$ cat src/rtl/capture_pkg.sv
`default_nettype none

package capture_pkg;

   // --------------------
   // Antenna bank
   // --------------------
   localparam int AX_NUM = 24;
   // One sample of every antenna
   typedef logic [AX_NUM-1:0] ax_word_t;

   // --------------------
   // Sampling
   // --------------------
   // Clock cycles per sample
   localparam int SAMPLE_DIV = 6;
   // Sample phase select, also the phase counter
   typedef logic [2:0] delay_t;

   // Test pattern, maximal length taps 24/23/22/17
   localparam ax_word_t PATTERN_SEED = 24'h5A3C91;
   localparam ax_word_t PATTERN_TAPS = 24'hE10000;

   // --------------------
   // Block buffer and capture FSM
   // --------------------
   localparam int BUF_DEPTH = 16;
   localparam int BUF_ABITS = $clog2(BUF_DEPTH);
   // Index plus wrap bit
   typedef logic [BUF_ABITS:0] buf_ptr_t;

   typedef enum logic [2:0] {IDLE, FILL, DRAIN_WAIT, DONE} capture_state_t;

endpackage

`default_nettype wire

$ cat src/rtl/mcb_pkg.sv
`default_nettype none

package mcb_pkg;

   // --------------------
   // External memory port
   // --------------------
   localparam int MEM_ABITS = 6;
   localparam int MEM_DBITS = 32;

   typedef logic [MEM_ABITS-1:0] mem_addr_t;
   typedef logic [MEM_DBITS-1:0] mem_word_t;

   // One capture fills the whole address space
   localparam int CAPTURE_LEN = 1 << MEM_ABITS;
   // Needs one extra bit to reach CAPTURE_LEN itself
   typedef logic [MEM_ABITS:0] capture_count_t;

endpackage

`default_nettype wire

$ cat src/rtl/mem_port_if.sv
`timescale 1ns/10ps
`default_nettype none

interface mem_port_if;
   import mcb_pkg::*;

   // Request side, held until gnt
   logic      req;
   logic      wr;
   mem_addr_t adr;
   mem_word_t wdat;

   // Grant and read return
   logic      gnt;
   mem_word_t rdat;
   logic      rvalid;

   modport requester (
      output req, wr, adr, wdat,
      input  gnt, rdat, rvalid
   );

   modport arbiter (
      input  req, wr, adr, wdat,
      output gnt, rdat, rvalid
   );

endinterface

`default_nettype wire

$ cat src/rtl/block_buffer.sv
`timescale 1ns/10ps
`default_nettype none

module block_buffer (
   input  logic                  clk_i,
   input  logic                  rst_n_i,
   input  logic                  clear_i,
   input  logic                  push_i,
   input  capture_pkg::ax_word_t data_i,
   input  logic                  pop_i,
   output capture_pkg::ax_word_t head_o,
   output logic                  empty_o,
   output logic                  full_o
);
   import capture_pkg::*;

   ax_word_t mem_q [BUF_DEPTH];
   buf_ptr_t wr_ptr_q;
   buf_ptr_t rd_ptr_q;

   // Same index, wrap bits tell empty from full
   assign empty_o = (wr_ptr_q == rd_ptr_q);
   assign full_o  = (wr_ptr_q[BUF_ABITS] != rd_ptr_q[BUF_ABITS]) &&
                    (wr_ptr_q[BUF_ABITS-1:0] == rd_ptr_q[BUF_ABITS-1:0]);
   assign head_o  = mem_q[rd_ptr_q[BUF_ABITS-1:0]];

   // Storage
   always_ff @(posedge clk_i) begin
      if (push_i && !full_o) begin
         mem_q[wr_ptr_q[BUF_ABITS-1:0]] <= data_i;
      end
   end

   // Pointers, clear wins
   always_ff @(posedge clk_i) begin
      if (!rst_n_i || clear_i) begin
         wr_ptr_q <= '0;
         rd_ptr_q <= '0;
      end else begin
         if (push_i && !full_o) wr_ptr_q <= wr_ptr_q + 1'b1;
         if (pop_i && !empty_o) rd_ptr_q <= rd_ptr_q + 1'b1;
      end
   end

endmodule

`default_nettype wire

$ cat src/rtl/capture_scheduler.sv
`timescale 1ns/10ps
`default_nettype none

module capture_scheduler (
   input  logic                        clk_i,
   input  logic                        rst_n_i,
   input  logic                        start_i,
   input  logic                        strobe_i,
   input  capture_pkg::ax_word_t       sample_i,
   mem_port_if.requester               wr_port,
   output capture_pkg::capture_state_t state_o,
   output mcb_pkg::capture_count_t     capture_count_o,
   output logic                        overflow_o
);
   import capture_pkg::*;
   import mcb_pkg::*;

   capture_state_t state_q;
   capture_count_t push_cnt_q;
   capture_count_t wr_cnt_q;
   logic           overflow_q;
   logic           start_ok;
   logic           push;
   logic           pop;
   ax_word_t       head;
   logic           buf_empty;
   logic           buf_full;

   // --------------------
   // Buffer control
   // --------------------
   assign start_ok = start_i && ((state_q == IDLE) || (state_q == DONE));
   // Full at a strobe means the sample is lost
   assign push     = (state_q == FILL) && strobe_i && !buf_full;
   assign pop      = wr_port.req && wr_port.gnt;

   block_buffer i_buffer (
      .clk_i   (clk_i),
      .rst_n_i (rst_n_i),
      .clear_i (start_ok),
      .push_i  (push),
      .data_i  (sample_i),
      .pop_i   (pop),
      .head_o  (head),
      .empty_o (buf_empty),
      .full_o  (buf_full)
   );

   // --------------------
   // Write requests
   // --------------------
   // Head word and address stay put until granted
   assign wr_port.req  = !buf_empty;
   assign wr_port.wr   = 1'b1;
   assign wr_port.adr  = wr_cnt_q[MEM_ABITS-1:0];
   assign wr_port.wdat = {{(MEM_DBITS-AX_NUM){1'b0}}, head};

   // --------------------
   // FSM
   // --------------------
   always_ff @(posedge clk_i) begin
      if (!rst_n_i) begin
         state_q    <= IDLE;
         push_cnt_q <= '0;
         wr_cnt_q   <= '0;
         overflow_q <= 1'b0;
      end else begin
         // Count of granted writes, also the next address
         if (pop) wr_cnt_q <= wr_cnt_q + 1'b1;

         case (state_q)
            IDLE, DONE: begin
               if (start_i) begin
                  state_q    <= FILL;
                  push_cnt_q <= '0;
                  wr_cnt_q   <= '0;
                  overflow_q <= 1'b0;
               end
            end
            FILL: begin
               if (strobe_i && buf_full) overflow_q <= 1'b1;
               if (push) begin
                  push_cnt_q <= push_cnt_q + 1'b1;
                  // Last sample in, only draining left
                  if (push_cnt_q == capture_count_t'(CAPTURE_LEN-1)) state_q <= DRAIN_WAIT;
               end
            end
            DRAIN_WAIT: begin
               if (pop && (wr_cnt_q == capture_count_t'(CAPTURE_LEN-1))) state_q <= DONE;
            end
            default: state_q <= IDLE;
         endcase
      end
   end

   assign state_o         = state_q;
   assign capture_count_o = wr_cnt_q;
   assign overflow_o      = overflow_q;

endmodule

`default_nettype wire

$ cat src/rtl/mcb_arbiter.sv
`timescale 1ns/10ps
`default_nettype none

module mcb_arbiter (
   input  logic               clk_i,
   input  logic               rst_n_i,
   mem_port_if.arbiter        wr_port,
   mem_port_if.arbiter        rd_port,
   output logic               mcb_ce_o,
   output logic               mcb_wr_o,
   input  logic               mcb_rdy_i,
   output mcb_pkg::mem_addr_t mcb_adr_o,
   output mcb_pkg::mem_word_t mcb_dat_o,
   input  mcb_pkg::mem_word_t mcb_dat_i,
   input  logic               mcb_rvalid_i
);

   logic hold_q;
   logic hold_rd_q;
   logic rd_out_q;
   logic rd_ok;
   logic sel_wr;
   logic sel_rd;

   // --------------------
   // Selection
   // --------------------
   // Reader waits while its previous read is in flight
   assign rd_ok  = rd_port.req && !rd_out_q;
   // A stalled transfer keeps its owner until rdy
   assign sel_wr = hold_q ? !hold_rd_q : wr_port.req;
   assign sel_rd = hold_q ? hold_rd_q : (!wr_port.req && rd_ok);

   assign mcb_ce_o  = sel_wr || sel_rd;
   assign mcb_wr_o  = sel_wr ? wr_port.wr   : rd_port.wr;
   assign mcb_adr_o = sel_wr ? wr_port.adr  : rd_port.adr;
   assign mcb_dat_o = sel_wr ? wr_port.wdat : rd_port.wdat;

   assign wr_port.gnt = sel_wr && mcb_rdy_i;
   assign rd_port.gnt = sel_rd && mcb_rdy_i;

   // Read data only ever belongs to the reader
   assign rd_port.rdat   = mcb_dat_i;
   assign rd_port.rvalid = mcb_rvalid_i && rd_out_q;
   assign wr_port.rdat   = '0;
   assign wr_port.rvalid = 1'b0;

   // --------------------
   // Ownership and read tracking
   // --------------------
   always_ff @(posedge clk_i) begin
      if (!rst_n_i) begin
         hold_q    <= 1'b0;
         hold_rd_q <= 1'b0;
         rd_out_q  <= 1'b0;
      end else begin
         hold_q    <= mcb_ce_o && !mcb_rdy_i;
         hold_rd_q <= sel_rd;
         if (mcb_rvalid_i) rd_out_q <= 1'b0;
         if (rd_port.gnt) rd_out_q <= 1'b1;
      end
   end

endmodule

`default_nettype wire

$ cat src/rtl/pattern_gen.sv
`timescale 1ns/10ps
`default_nettype none

module pattern_gen (
   input  logic                  clk_i,
   input  logic                  rst_n_i,
   input  logic                  step_i,
   output capture_pkg::ax_word_t pattern_o
);
   import capture_pkg::*;

   ax_word_t lfsr_q;
   logic     feedback;

   // Parity of the tapped bits
   assign feedback = ^(lfsr_q & PATTERN_TAPS);

   // Shift left, feedback enters at bit 0
   always_ff @(posedge clk_i) begin
      if (!rst_n_i) begin
         lfsr_q <= PATTERN_SEED;
      end else if (step_i) begin
         lfsr_q <= {lfsr_q[AX_NUM-2:0], feedback};
      end
   end

   assign pattern_o = lfsr_q;

endmodule

`default_nettype wire

$ cat src/rtl/radio_capture.sv
`timescale 1ns/10ps
`default_nettype none

module radio_capture (
   input  logic                    clk_i,
   input  logic                    rst_n_i,
   // Antenna side
   input  capture_pkg::ax_word_t   ax_data_i,
   input  capture_pkg::delay_t     aq_delay_i,
   input  logic                    aq_debug_i,
   input  logic                    aq_start_i,
   output capture_pkg::ax_word_t   ax_data_o,
   // External memory
   output logic                    mcb_ce_o,
   output logic                    mcb_wr_o,
   input  logic                    mcb_rdy_i,
   output mcb_pkg::mem_addr_t      mcb_adr_o,
   output mcb_pkg::mem_word_t      mcb_dat_o,
   input  mcb_pkg::mem_word_t      mcb_dat_i,
   input  logic                    mcb_rvalid_i,
   // Host readout
   input  logic                    rd_req_i,
   output mcb_pkg::mem_word_t      rd_data_o,
   output logic                    rd_valid_o,
   output logic                    rd_busy_o,
   // Status
   output logic [2:0]              tart_state_o,
   output mcb_pkg::capture_count_t capture_count_o,
   output logic                    overflow_o
);

   logic strobe;

   mem_port_if wr_port ();
   mem_port_if rd_port ();

   // Sampler, its sample word is also ax_data_o
   sample_front i_front (
      .clk_i      (clk_i),
      .rst_n_i    (rst_n_i),
      .ax_data_i  (ax_data_i),
      .aq_delay_i (aq_delay_i),
      .aq_debug_i (aq_debug_i),
      .sample_o   (ax_data_o),
      .strobe_o   (strobe)
   );

   capture_scheduler i_sched (
      .clk_i           (clk_i),
      .rst_n_i         (rst_n_i),
      .start_i         (aq_start_i),
      .strobe_i        (strobe),
      .sample_i        (ax_data_o),
      .wr_port         (wr_port.requester),
      .state_o         (tart_state_o),
      .capture_count_o (capture_count_o),
      .overflow_o      (overflow_o)
   );

   // Start also rewinds the host read pointer
   readout_engine i_readout (
      .clk_i      (clk_i),
      .rst_n_i    (rst_n_i),
      .restart_i  (aq_start_i),
      .rd_req_i   (rd_req_i),
      .rd_port    (rd_port.requester),
      .rd_data_o  (rd_data_o),
      .rd_valid_o (rd_valid_o),
      .rd_busy_o  (rd_busy_o)
   );

   mcb_arbiter i_arb (
      .clk_i        (clk_i),
      .rst_n_i      (rst_n_i),
      .wr_port      (wr_port.arbiter),
      .rd_port      (rd_port.arbiter),
      .mcb_ce_o     (mcb_ce_o),
      .mcb_wr_o     (mcb_wr_o),
      .mcb_rdy_i    (mcb_rdy_i),
      .mcb_adr_o    (mcb_adr_o),
      .mcb_dat_o    (mcb_dat_o),
      .mcb_dat_i    (mcb_dat_i),
      .mcb_rvalid_i (mcb_rvalid_i)
   );

endmodule

`default_nettype wire

$ cat src/rtl/readout_engine.sv
`timescale 1ns/10ps
`default_nettype none

module readout_engine (
   input  logic               clk_i,
   input  logic               rst_n_i,
   input  logic               restart_i,
   input  logic               rd_req_i,
   mem_port_if.requester      rd_port,
   output mcb_pkg::mem_word_t rd_data_o,
   output logic               rd_valid_o,
   output logic               rd_busy_o
);
   import mcb_pkg::*;

   mem_addr_t ptr_q;
   logic      busy_q;
   logic      pend_q;
   logic      valid_q;
   mem_word_t data_q;
   logic      accept;
   logic      issued;

   // New request only when nothing in flight
   assign accept = rd_req_i && !busy_q;
   assign issued = pend_q && rd_port.gnt;

   // Read request held until granted
   assign rd_port.req  = pend_q;
   assign rd_port.wr   = 1'b0;
   assign rd_port.adr  = ptr_q;
   assign rd_port.wdat = '0;

   always_ff @(posedge clk_i) begin
      if (!rst_n_i) begin
         ptr_q   <= '0;
         busy_q  <= 1'b0;
         pend_q  <= 1'b0;
         valid_q <= 1'b0;
      end else begin
         valid_q <= rd_port.rvalid && busy_q;
         if (accept) begin
            busy_q <= 1'b1;
            pend_q <= 1'b1;
         end
         if (issued) pend_q <= 1'b0;
         // Busy drops together with rd_valid_o
         if (rd_port.rvalid && busy_q) busy_q <= 1'b0;
         // Step past the word once its request is done
         if (restart_i) begin
            ptr_q <= '0;
         end else if (issued) begin
            ptr_q <= (ptr_q == mem_addr_t'(CAPTURE_LEN-1)) ? '0 : ptr_q + 1'b1;
         end
      end
   end

   // Returned word
   always_ff @(posedge clk_i) begin
      if (rd_port.rvalid) data_q <= rd_port.rdat;
   end

   assign rd_data_o  = data_q;
   assign rd_valid_o = valid_q;
   assign rd_busy_o  = busy_q;

endmodule

`default_nettype wire

$ cat src/rtl/sample_front.sv
`timescale 1ns/10ps
`default_nettype none

module sample_front (
   input  logic                  clk_i,
   input  logic                  rst_n_i,
   input  capture_pkg::ax_word_t ax_data_i,
   input  capture_pkg::delay_t   aq_delay_i,
   input  logic                  aq_debug_i,
   output capture_pkg::ax_word_t sample_o,
   output logic                  strobe_o
);
   import capture_pkg::*;

   delay_t   phase_q;
   delay_t   phase_sel;
   logic     take;
   ax_word_t ax_reg_q;
   ax_word_t pattern;
   ax_word_t sample_q;
   logic     strobe_q;

   // --------------------
   // Strobe phase
   // --------------------
   // Out of range phases clamp to the last slot
   assign phase_sel = (aq_delay_i > delay_t'(SAMPLE_DIV-1)) ? delay_t'(SAMPLE_DIV-1) : aq_delay_i;
   assign take      = (phase_q == phase_sel);

   always_ff @(posedge clk_i) begin
      if (!rst_n_i) begin
         phase_q <= '0;
      end else if (phase_q == delay_t'(SAMPLE_DIV-1)) begin
         phase_q <= '0;
      end else begin
         phase_q <= phase_q + 1'b1;
      end
   end

   // Fake antenna source, one step per strobe
   pattern_gen i_pattern (
      .clk_i     (clk_i),
      .rst_n_i   (rst_n_i),
      .step_i    (take),
      .pattern_o (pattern)
   );

   // --------------------
   // Capture
   // --------------------
   // Input register on every clock
   always_ff @(posedge clk_i) begin
      ax_reg_q <= ax_data_i;
      if (take) begin
         sample_q <= aq_debug_i ? pattern : ax_reg_q;
      end
   end

   // Strobe out lines up with the fresh sample
   always_ff @(posedge clk_i) begin
      if (!rst_n_i) begin
         strobe_q <= 1'b0;
      end else begin
         strobe_q <= take;
      end
   end

   assign sample_o = sample_q;
   assign strobe_o = strobe_q;

endmodule

`default_nettype wire

$ cat config.mk
export PLATFORM = sky130hd
export DESIGN_NAME = radio_capture
export DESIGN_NICKNAME = d
export VERILOG_FILES = /design/src/rtl/capture_pkg.sv /design/src/rtl/mcb_pkg.sv /design/src/rtl/mem_port_if.sv /design/src/rtl/block_buffer.sv /design/src/rtl/capture_scheduler.sv /design/src/rtl/mcb_arbiter.sv /design/src/rtl/pattern_gen.sv /design/src/rtl/radio_capture.sv /design/src/rtl/readout_engine.sv /design/src/rtl/sample_front.sv
export SDC_FILE = /design/constraint.sdc
export NUM_CORES = 1
export LEC_CHECK = 0
export ABC_AREA = 1
export BUFFER_PORTS_ARGS = -buffer_cell sky130_fd_sc_hd__buf_2
export CORE_UTILIZATION = 45
export DETAILED_ROUTE_END_ITERATION = 8
export PLACE_DENSITY_LB_ADDON = 0.12
export SYNTH_ARGS = -nofsm -noshare
export SYNTH_HDL_FRONTEND = slang
export SYNTH_SLANG_ARGS = --single-unit
$ cat constraint.sdc
create_clock -name clk_i -period 5.85 [get_ports clk_i]
set_clock_uncertainty 0.05 [all_clocks]
set_input_delay 0.8775 -clock clk_i [delete_from_list [all_inputs] [get_ports clk_i]]
set_output_delay 0.8775 -clock clk_i [all_outputs]
set_load 0.01 [all_outputs]
# Word level (Yosys, flattened, before mapping)
# Memory sizes are Yosys's and may differ from the RTL's. A register that Yosys moved wholly into a read port is not among the register bits.
# Cells that the tools add are included.
# W data, S select, Z words.
# totals
mem_count	1
word_cells	112
in_bits	66
ramBits	384
register_bits	148
output_inout_bits	109
# mem_list
name	words	word_bits	read_ports	rd_ports_with_merged_regs	wr	line_no	source
i_sched.i_buffer.mem_q	16	24	1	1	1	block_buffer.sv:17	ax_word_t mem_q [BUF_DEPTH];
# op_classes
muxes	28
eq_ne	16
n_reduce_logical	40
n_lt_le_gt_ge	1
addsub	6
n_bitwise	1
# op_table
op	n
$mux W24	2
$mux W7	5
$reduce_xor A24 Y1	1
$logic_and A1 B1 Y1	18
$mux W3	5
$add A7 B1 Y7 const B	2
$eq A7 B6 Y1 const B	2
$pmux W7 S2	1
$mux W6	2
$add A5 B1 Y5 const B	2
$reduce_or A2 Y1	5
$mux W1	9
$pmux W3 S3	1
$mux W4	2
$ne A2 B2 Y1 const B	4
$logic_not A1 Y1	7
$add A6 B1 Y6 const B	1
$eq A3 B2 Y1 const B	2
$eq A6 B6 Y1 const B	1
$reduce_and A3 Y1	2
$eq A5 B5 Y1	1
$eq A4 B4 Y1	1
$reduce_and A4 Y1	1
$reduce_bool A2 Y1	2
11 further kinds	13

# Logic depth before layout (Yosys ltp)
# depth
ltp_word	8
depth_mapped	12
ltp_nobuf	12

# Hierarchy
# A second synthesis with hierarchy kept.
# hier_totals
cells_unflattened	2060
area_unflattened_um2	23108.4
# modules_own_cells
mod	seq_area_each_um2	instances	area_each_um2	cells_each
block_buffer	11811.3	1	16482.1	1345
sample_front	1281.2	1	1810.5	106
readout_engine	1141.1	1	1630.3	123
mcb_arbiter	60.1	1	1256.2	220
capture_scheduler	340.3	1	1038.5	149
pattern_gen	480.5	1	890.9	117

# Worst setup path after synthesis
# No wires, ideal clock.
# synth_timing
path_kind	register to register
start	reg i_sched.state_q[0] (netlist: i_sched.state_o[0])
end	mem i_sched.i_buffer.mem_q[11][0] in the netlist's numbering, enable pin
setup_ns	0.405
n_path_buf	1
period_less_slack_ns	2.672
t_arrival_ns	2.217
stages_incl_launch_ff	9
t_required_ns	5.395
slack_ns	3.178
path_cell_list	dfxtp_1 > ha_1 > buf_2 > nand2_1 > inv_1 > nand2_4 > inv_2 > nand3_1 > nor2_1
# synth_between
elab_chain_cells	6
# synth_rtl
element	line_no	source
start, declared	capture_scheduler.sv:18	capture_state_t state_q;
start signal, assigned	capture_scheduler.sv:63	state_q <= IDLE;
start signal, assigned	capture_scheduler.sv:74	state_q <= FILL;
start signal, assigned	capture_scheduler.sv:85	if (push_cnt_q == capture_count_t'(CAPTURE_LEN-1)) state_q <= DRAIN_WAIT;
$eq A3 B1 Y1	capture_scheduler.sv:34	assign push = (state_q == FILL) && strobe_i && !buf_full;
$logic_and A1 B1 Y1 (2 in a row)	capture_scheduler.sv:34	
$logic_and A1 B1 Y1	block_buffer.sv:29	if (push_i && !full_o) begin
$mux W1	block_buffer.sv:29	
$mux W1 (not written as such)	block_buffer.sv:30	mem_q[wr_ptr_q[BUF_ABITS-1:0]] <= data_i;
end, declared	block_buffer.sv:17	
# Every way passes these cells.

==> results.txt <==
----------------------------------------------------
[Status]
  Run status ... complete, no violations

[Synthesis]
  Synthesized flop and latch total ... 535
  Commonest cells in the synthesized netlist ... 476 x nand2_1, 440 x edfxtp_1, 201 x a21oi_1
  Sequential-to-total area share from yosys stat ... 71.6%
  Gate count after technology mapping ... 1,758
  Netlist Area Pre-Place ... 21,100 µm²
  Top-area cell type share of the netlist area ... 62.6%
  Largest cells by area after synthesis ... edfxtp_1 63%, dfxtp_1 9.0%, nand2_1 8.5%, a21oi_1 4.8%, nand3_1 1.9%
  Synthesis Warnings ... 0
  Most used standard cell by instance count after synthesis ... nand2_1
  Top cell type by total area after synthesis ... edfxtp_1
  Average cell area after synthesis ... 12.0 µm²
  Share of flip-flops with an asynchronous set or reset after synthesis ... 0%
  Main synth FF type ... edfxtp_1
  Post-synth EDFFs ... 440
  Count of different cell masters after synthesis ... 46

[Power and ir drop]
  Register share of total power ... 52.4%
  Cell-internal power ... 0.00631 W
  Part of the total power dissipated in the clock network ... 40.8%
  Worst ir drop on vdd ... 0.255 mV
  Comb power frac ... 6.9%
  Switching power of the nets ... 0.00188 W
  Final Power ... 0.00819 W
  Fraction of power spent switching nets ... 22.9%
  Leakage power figure ... 8.85 nW
  Power density over the cells ... 339 nW/µm²

[Run]
  Maximum capacitance violations ... 0

[Drt]
  Wire length per cell ... 20.4 µm
  Total Wirelength ... 51,800 µm
  Detailed-routing iteration count for the pre-antenna-repair pass ... 7
  Via count ... 13,500
  Remaining DRCs ... 0
  Via/cell ratio ... 5.32
  Number of antenna-violating nets in the routed design ... 0
  Starting DRC count in detailed routing ... 1,037

[Final layout]
  Area Growth Syn to Fin ... 14.5%
  Diode insertion count for antenna repair ... 0
  Final cell count without fillers ... 2,540
  Filler instances ... 3,910
  Share of final-layout standard cells stronger than drive strength 1 ... 16.6%
  Final net count ... 1,977

[Die]
  Horiz. Die Dim ... 219 µm
  Std-Cell Core Area ... 45,800 µm²
  I/O pins ... 175
  Die area ... 47,800 µm²
  Starting density of the core ... 46.1%
  DIE HEIGHT ... 219 µm
  Row count ... 78

[STA]
  Worst slew margin relative to its limit ... 20.3%
  Minimum clock period ... 4.55 ns
  Final hold violation count ... 0
  Final setup violation count ... 0
  Final Cycle Share ... 77.7%
  Fmax ... 220 MHz
  Count of pins over their slew limit ... 0
  Slew of the pin with the lowest slew margin ... 1.19 ns
  Post-Route Setup TNS ... 0 ns
  Setup repair after global routing missed its margin ... false

[Clocking]
  CTS tree ... done
  Number of gates resized after cts ... 0
  Buffers inserted by post-CTS timing repair ... 0
  Cell at the root of the clock tree ... clkbuf_16
  Cts bufs inserted ... 55
  Hold-fix buffer count after cts ... 0
  Worst-skew pair later-pin latency ... 0.59 ns
  CTS sink count ... 535
  H-tree depth ... 2
  Register clock-pin slew on the reported worst setup and hold paths ... 0.06 ns
  CTS Buffer Depth ... 3

[GRT]
  Met3 usage ... 3.49%
  Global-route usage over all layers ... 21.9%
  Wire length of the first global-routing pass ... 78,400 µm
  Met1 usage in global routing ... 31.0%
  Number of global-route vias before repair ... 13,100
  Fraction of met2 tracks used by global routing ... 34.3%
  Initial antenna violation count ... 0
  Most congested layer reported by global routing ... met2
  Total congestion overflow ... 0
  Maximum number of pins on one net before global-route repair ... 104

[Worst setup path]
  Maximum cell stage delay along the critical path ... 0.90 ns
  Startpoint type of the worst setup path ... flip-flop
  Combined buffer and inverter count along the critical path ... 3
  Crit path arrival time ... 3.62 ns
  Crit-path leading delay family ... buffers and inverters
  Endpoint type of the worst setup path ... output port
  Critical-path cell with the highest stage delay ... inv_4
  Ordered cell list for the critical path ... inv_4 > buf_12 > a21oi_1 > o311ai_0 > nand2_1 > nor2_1 > buf_2
  Worst R2R Setup Slack ... 3.01 ns
  Required time reported for the critical path endpoint ... 4.92 ns
  CP Max Fanout ... 103
  Worst setup path class ... flip-flop to output port

[Place]
  Total half-perimeter wirelength after legalization and detailed placement ... 28,400 µm
  Cells after DPL ... 2,441
  Buffers added on ports ... 165
  Weighted congestion at the end of routability-driven global placement ... 0.752

[Worst hold path]
  Path class of the lowest-slack min-delay path ... primary input to flip-flop

----------------------------------------------------
[metrics by stage]
| stage | area (µm²) | utilization [%] | hold WS, ns | setup slack, ns |
|---|---|---|---|---|
| final | 24200 | 52.8 | 0.335 | 1.30 |
| after global routing | 24200 | 52.8 | 0.305 | 1.07 |
| after CTS | 24200 | 52.8 | 0.297 | 1.28 |
| after detailed placement | 22400 | 49.0 | 0.412 | 1.93 |
| after global placement | 22400 | 49.0 | 0.405 | 1.91 |
| after floorplan | 21100 | - | 0.393 | 3.18 |
[worst register-to-register path, stage by stage (launching register included)]
cell and delay, ns:
dfxtp_1 0.40, ha_1 0.37, nand2_1 0.09, inv_1 0.10, nand2_4 0.11, inv_2 0.11
nand2_1 0.24, nor2_4 0.97
[worst paths after layout]
check                                                    start                                           end  depth (start not counted)
setup / recovery                                     flip-flop                                 mcb_dat_o[23]                          7
hold / removal                                    ax_data_i[1]                   i_front.ax_reg_q[1]$_DFF_P_                          1
setup reg to reg               i_sched.state_o[0]$_SDFFE_PN0P_       i_sched.i_buffer.mem_q[13][2]$_DFFE_PP_                          7
hold reg to reg   i_front.i_pattern.pattern_o[11]$_SDFFE_PN1P_  i_front.i_pattern.pattern_o[11]$_SDFFE_PN1P_                          2
[flip-flops by register name, indices dropped and copies added, names as in the netlist, named ones only]
register / cells
i_sched.capture_count_o: 7
i_readout.rd_port.req: 1
i_readout.rd_busy_o: 1
i_front.sample_o: 24
i_readout.rd_valid_o: 1
i_arb.hold_q: 1
i_sched.i_buffer.mem_q: 384
i_front.phase_q: 3
i_sched.overflow_o: 1
i_readout.rd_port.adr: 6
i_sched.i_buffer.rd_ptr_q: 5
i_front.i_pattern.pattern_o: 24
i_arb.hold_rd_q: 1
i_front.strobe_o: 1
i_arb.rd_out_q: 1
i_sched.push_cnt_q: 7
i_readout.rd_data_o: 32
i_front.ax_reg_q: 24
i_sched.state_o: 2
i_sched.i_buffer.wr_ptr_q: 5
[routing by layer]
metal  vias up  wire length [µm]
li1       6503                 -
met1      6554             23600
met2       386             23900
met3        77              3020
met4         0              1300
met5         -                 0
[power groups by stage]
stage | clock, W | sequential (W) | combinational (W)
after global routing | 0.00354 | 0.00430 | 0.000634
after CTS | 0.00340 | 0.00429 | 0.000569
after floorplan | 0 | 0.00434 | 0.000392
final | 0.00334 | 0.00429 | 0.000561
after detailed placement | 0 | 0.00437 | 0.000567
after global placement | 0 | 0.00436 | 0.000559
[cells in the final DEF (no fill, tap or decap), types with 8 or more instances in the layout]
| cell | count |
|---|---|
| nand2_1 | 476 |
| edfxtp_1 | 440 |
| a21oi_1 | 201 |
| buf_2 | 165 |
| dfxtp_1 | 93 |
| nor2_1 | 82 |
| nand3_1 | 82 |
| clkbuf_16 | 57 |
| inv_1 | 46 |
| a22oi_1 | 29 |
| o21ai_0 | 29 |
| o311ai_0 | 24 |
| o311ai_1 | 22 |
| nor2_4 | 18 |
| mux2_2 | 14 |
| clkbuf_1 | 14 |
| ha_1 | 13 |
| buf_4 | 13 |
| o211ai_1 | 11 |
| clkinv_2 | 11 |
| clkinv_1 | 10 |
| conb_1 | 9 |
| inv_2 | 8 |
[cells by family (layout without fill, tap and decap cells)]
family                   Yosys count  count (layout)  synth area share (%)
buffers and inverters            162             336                  3.47
multiplexers                      14              14                 0.747
AO/OA/AOI/OAI                    328             328                  9.26
AND/OR/NAND/NOR                  690             690                  13.4
adder cells (fa/ha/maj)           13              13                 0.771
other                              1               9                0.0178
flip-flops                       535             535                  71.6
XOR/XNOR                          15              15                 0.658
[area by class of cell]
type                       instances  area, µm²  share of cell area, %
clock buffer                      75       1530                   6.35
timing repair buffer             179        943                   3.91
sequential                       535      15100                   62.6
clock inverter                    24        181                  0.751
tap                              600        751                   3.11
inverter                          58        223                  0.922
multi-input combinational       1069       5400                   22.4
Note: power is estimated with default switching activity, not from simulation.
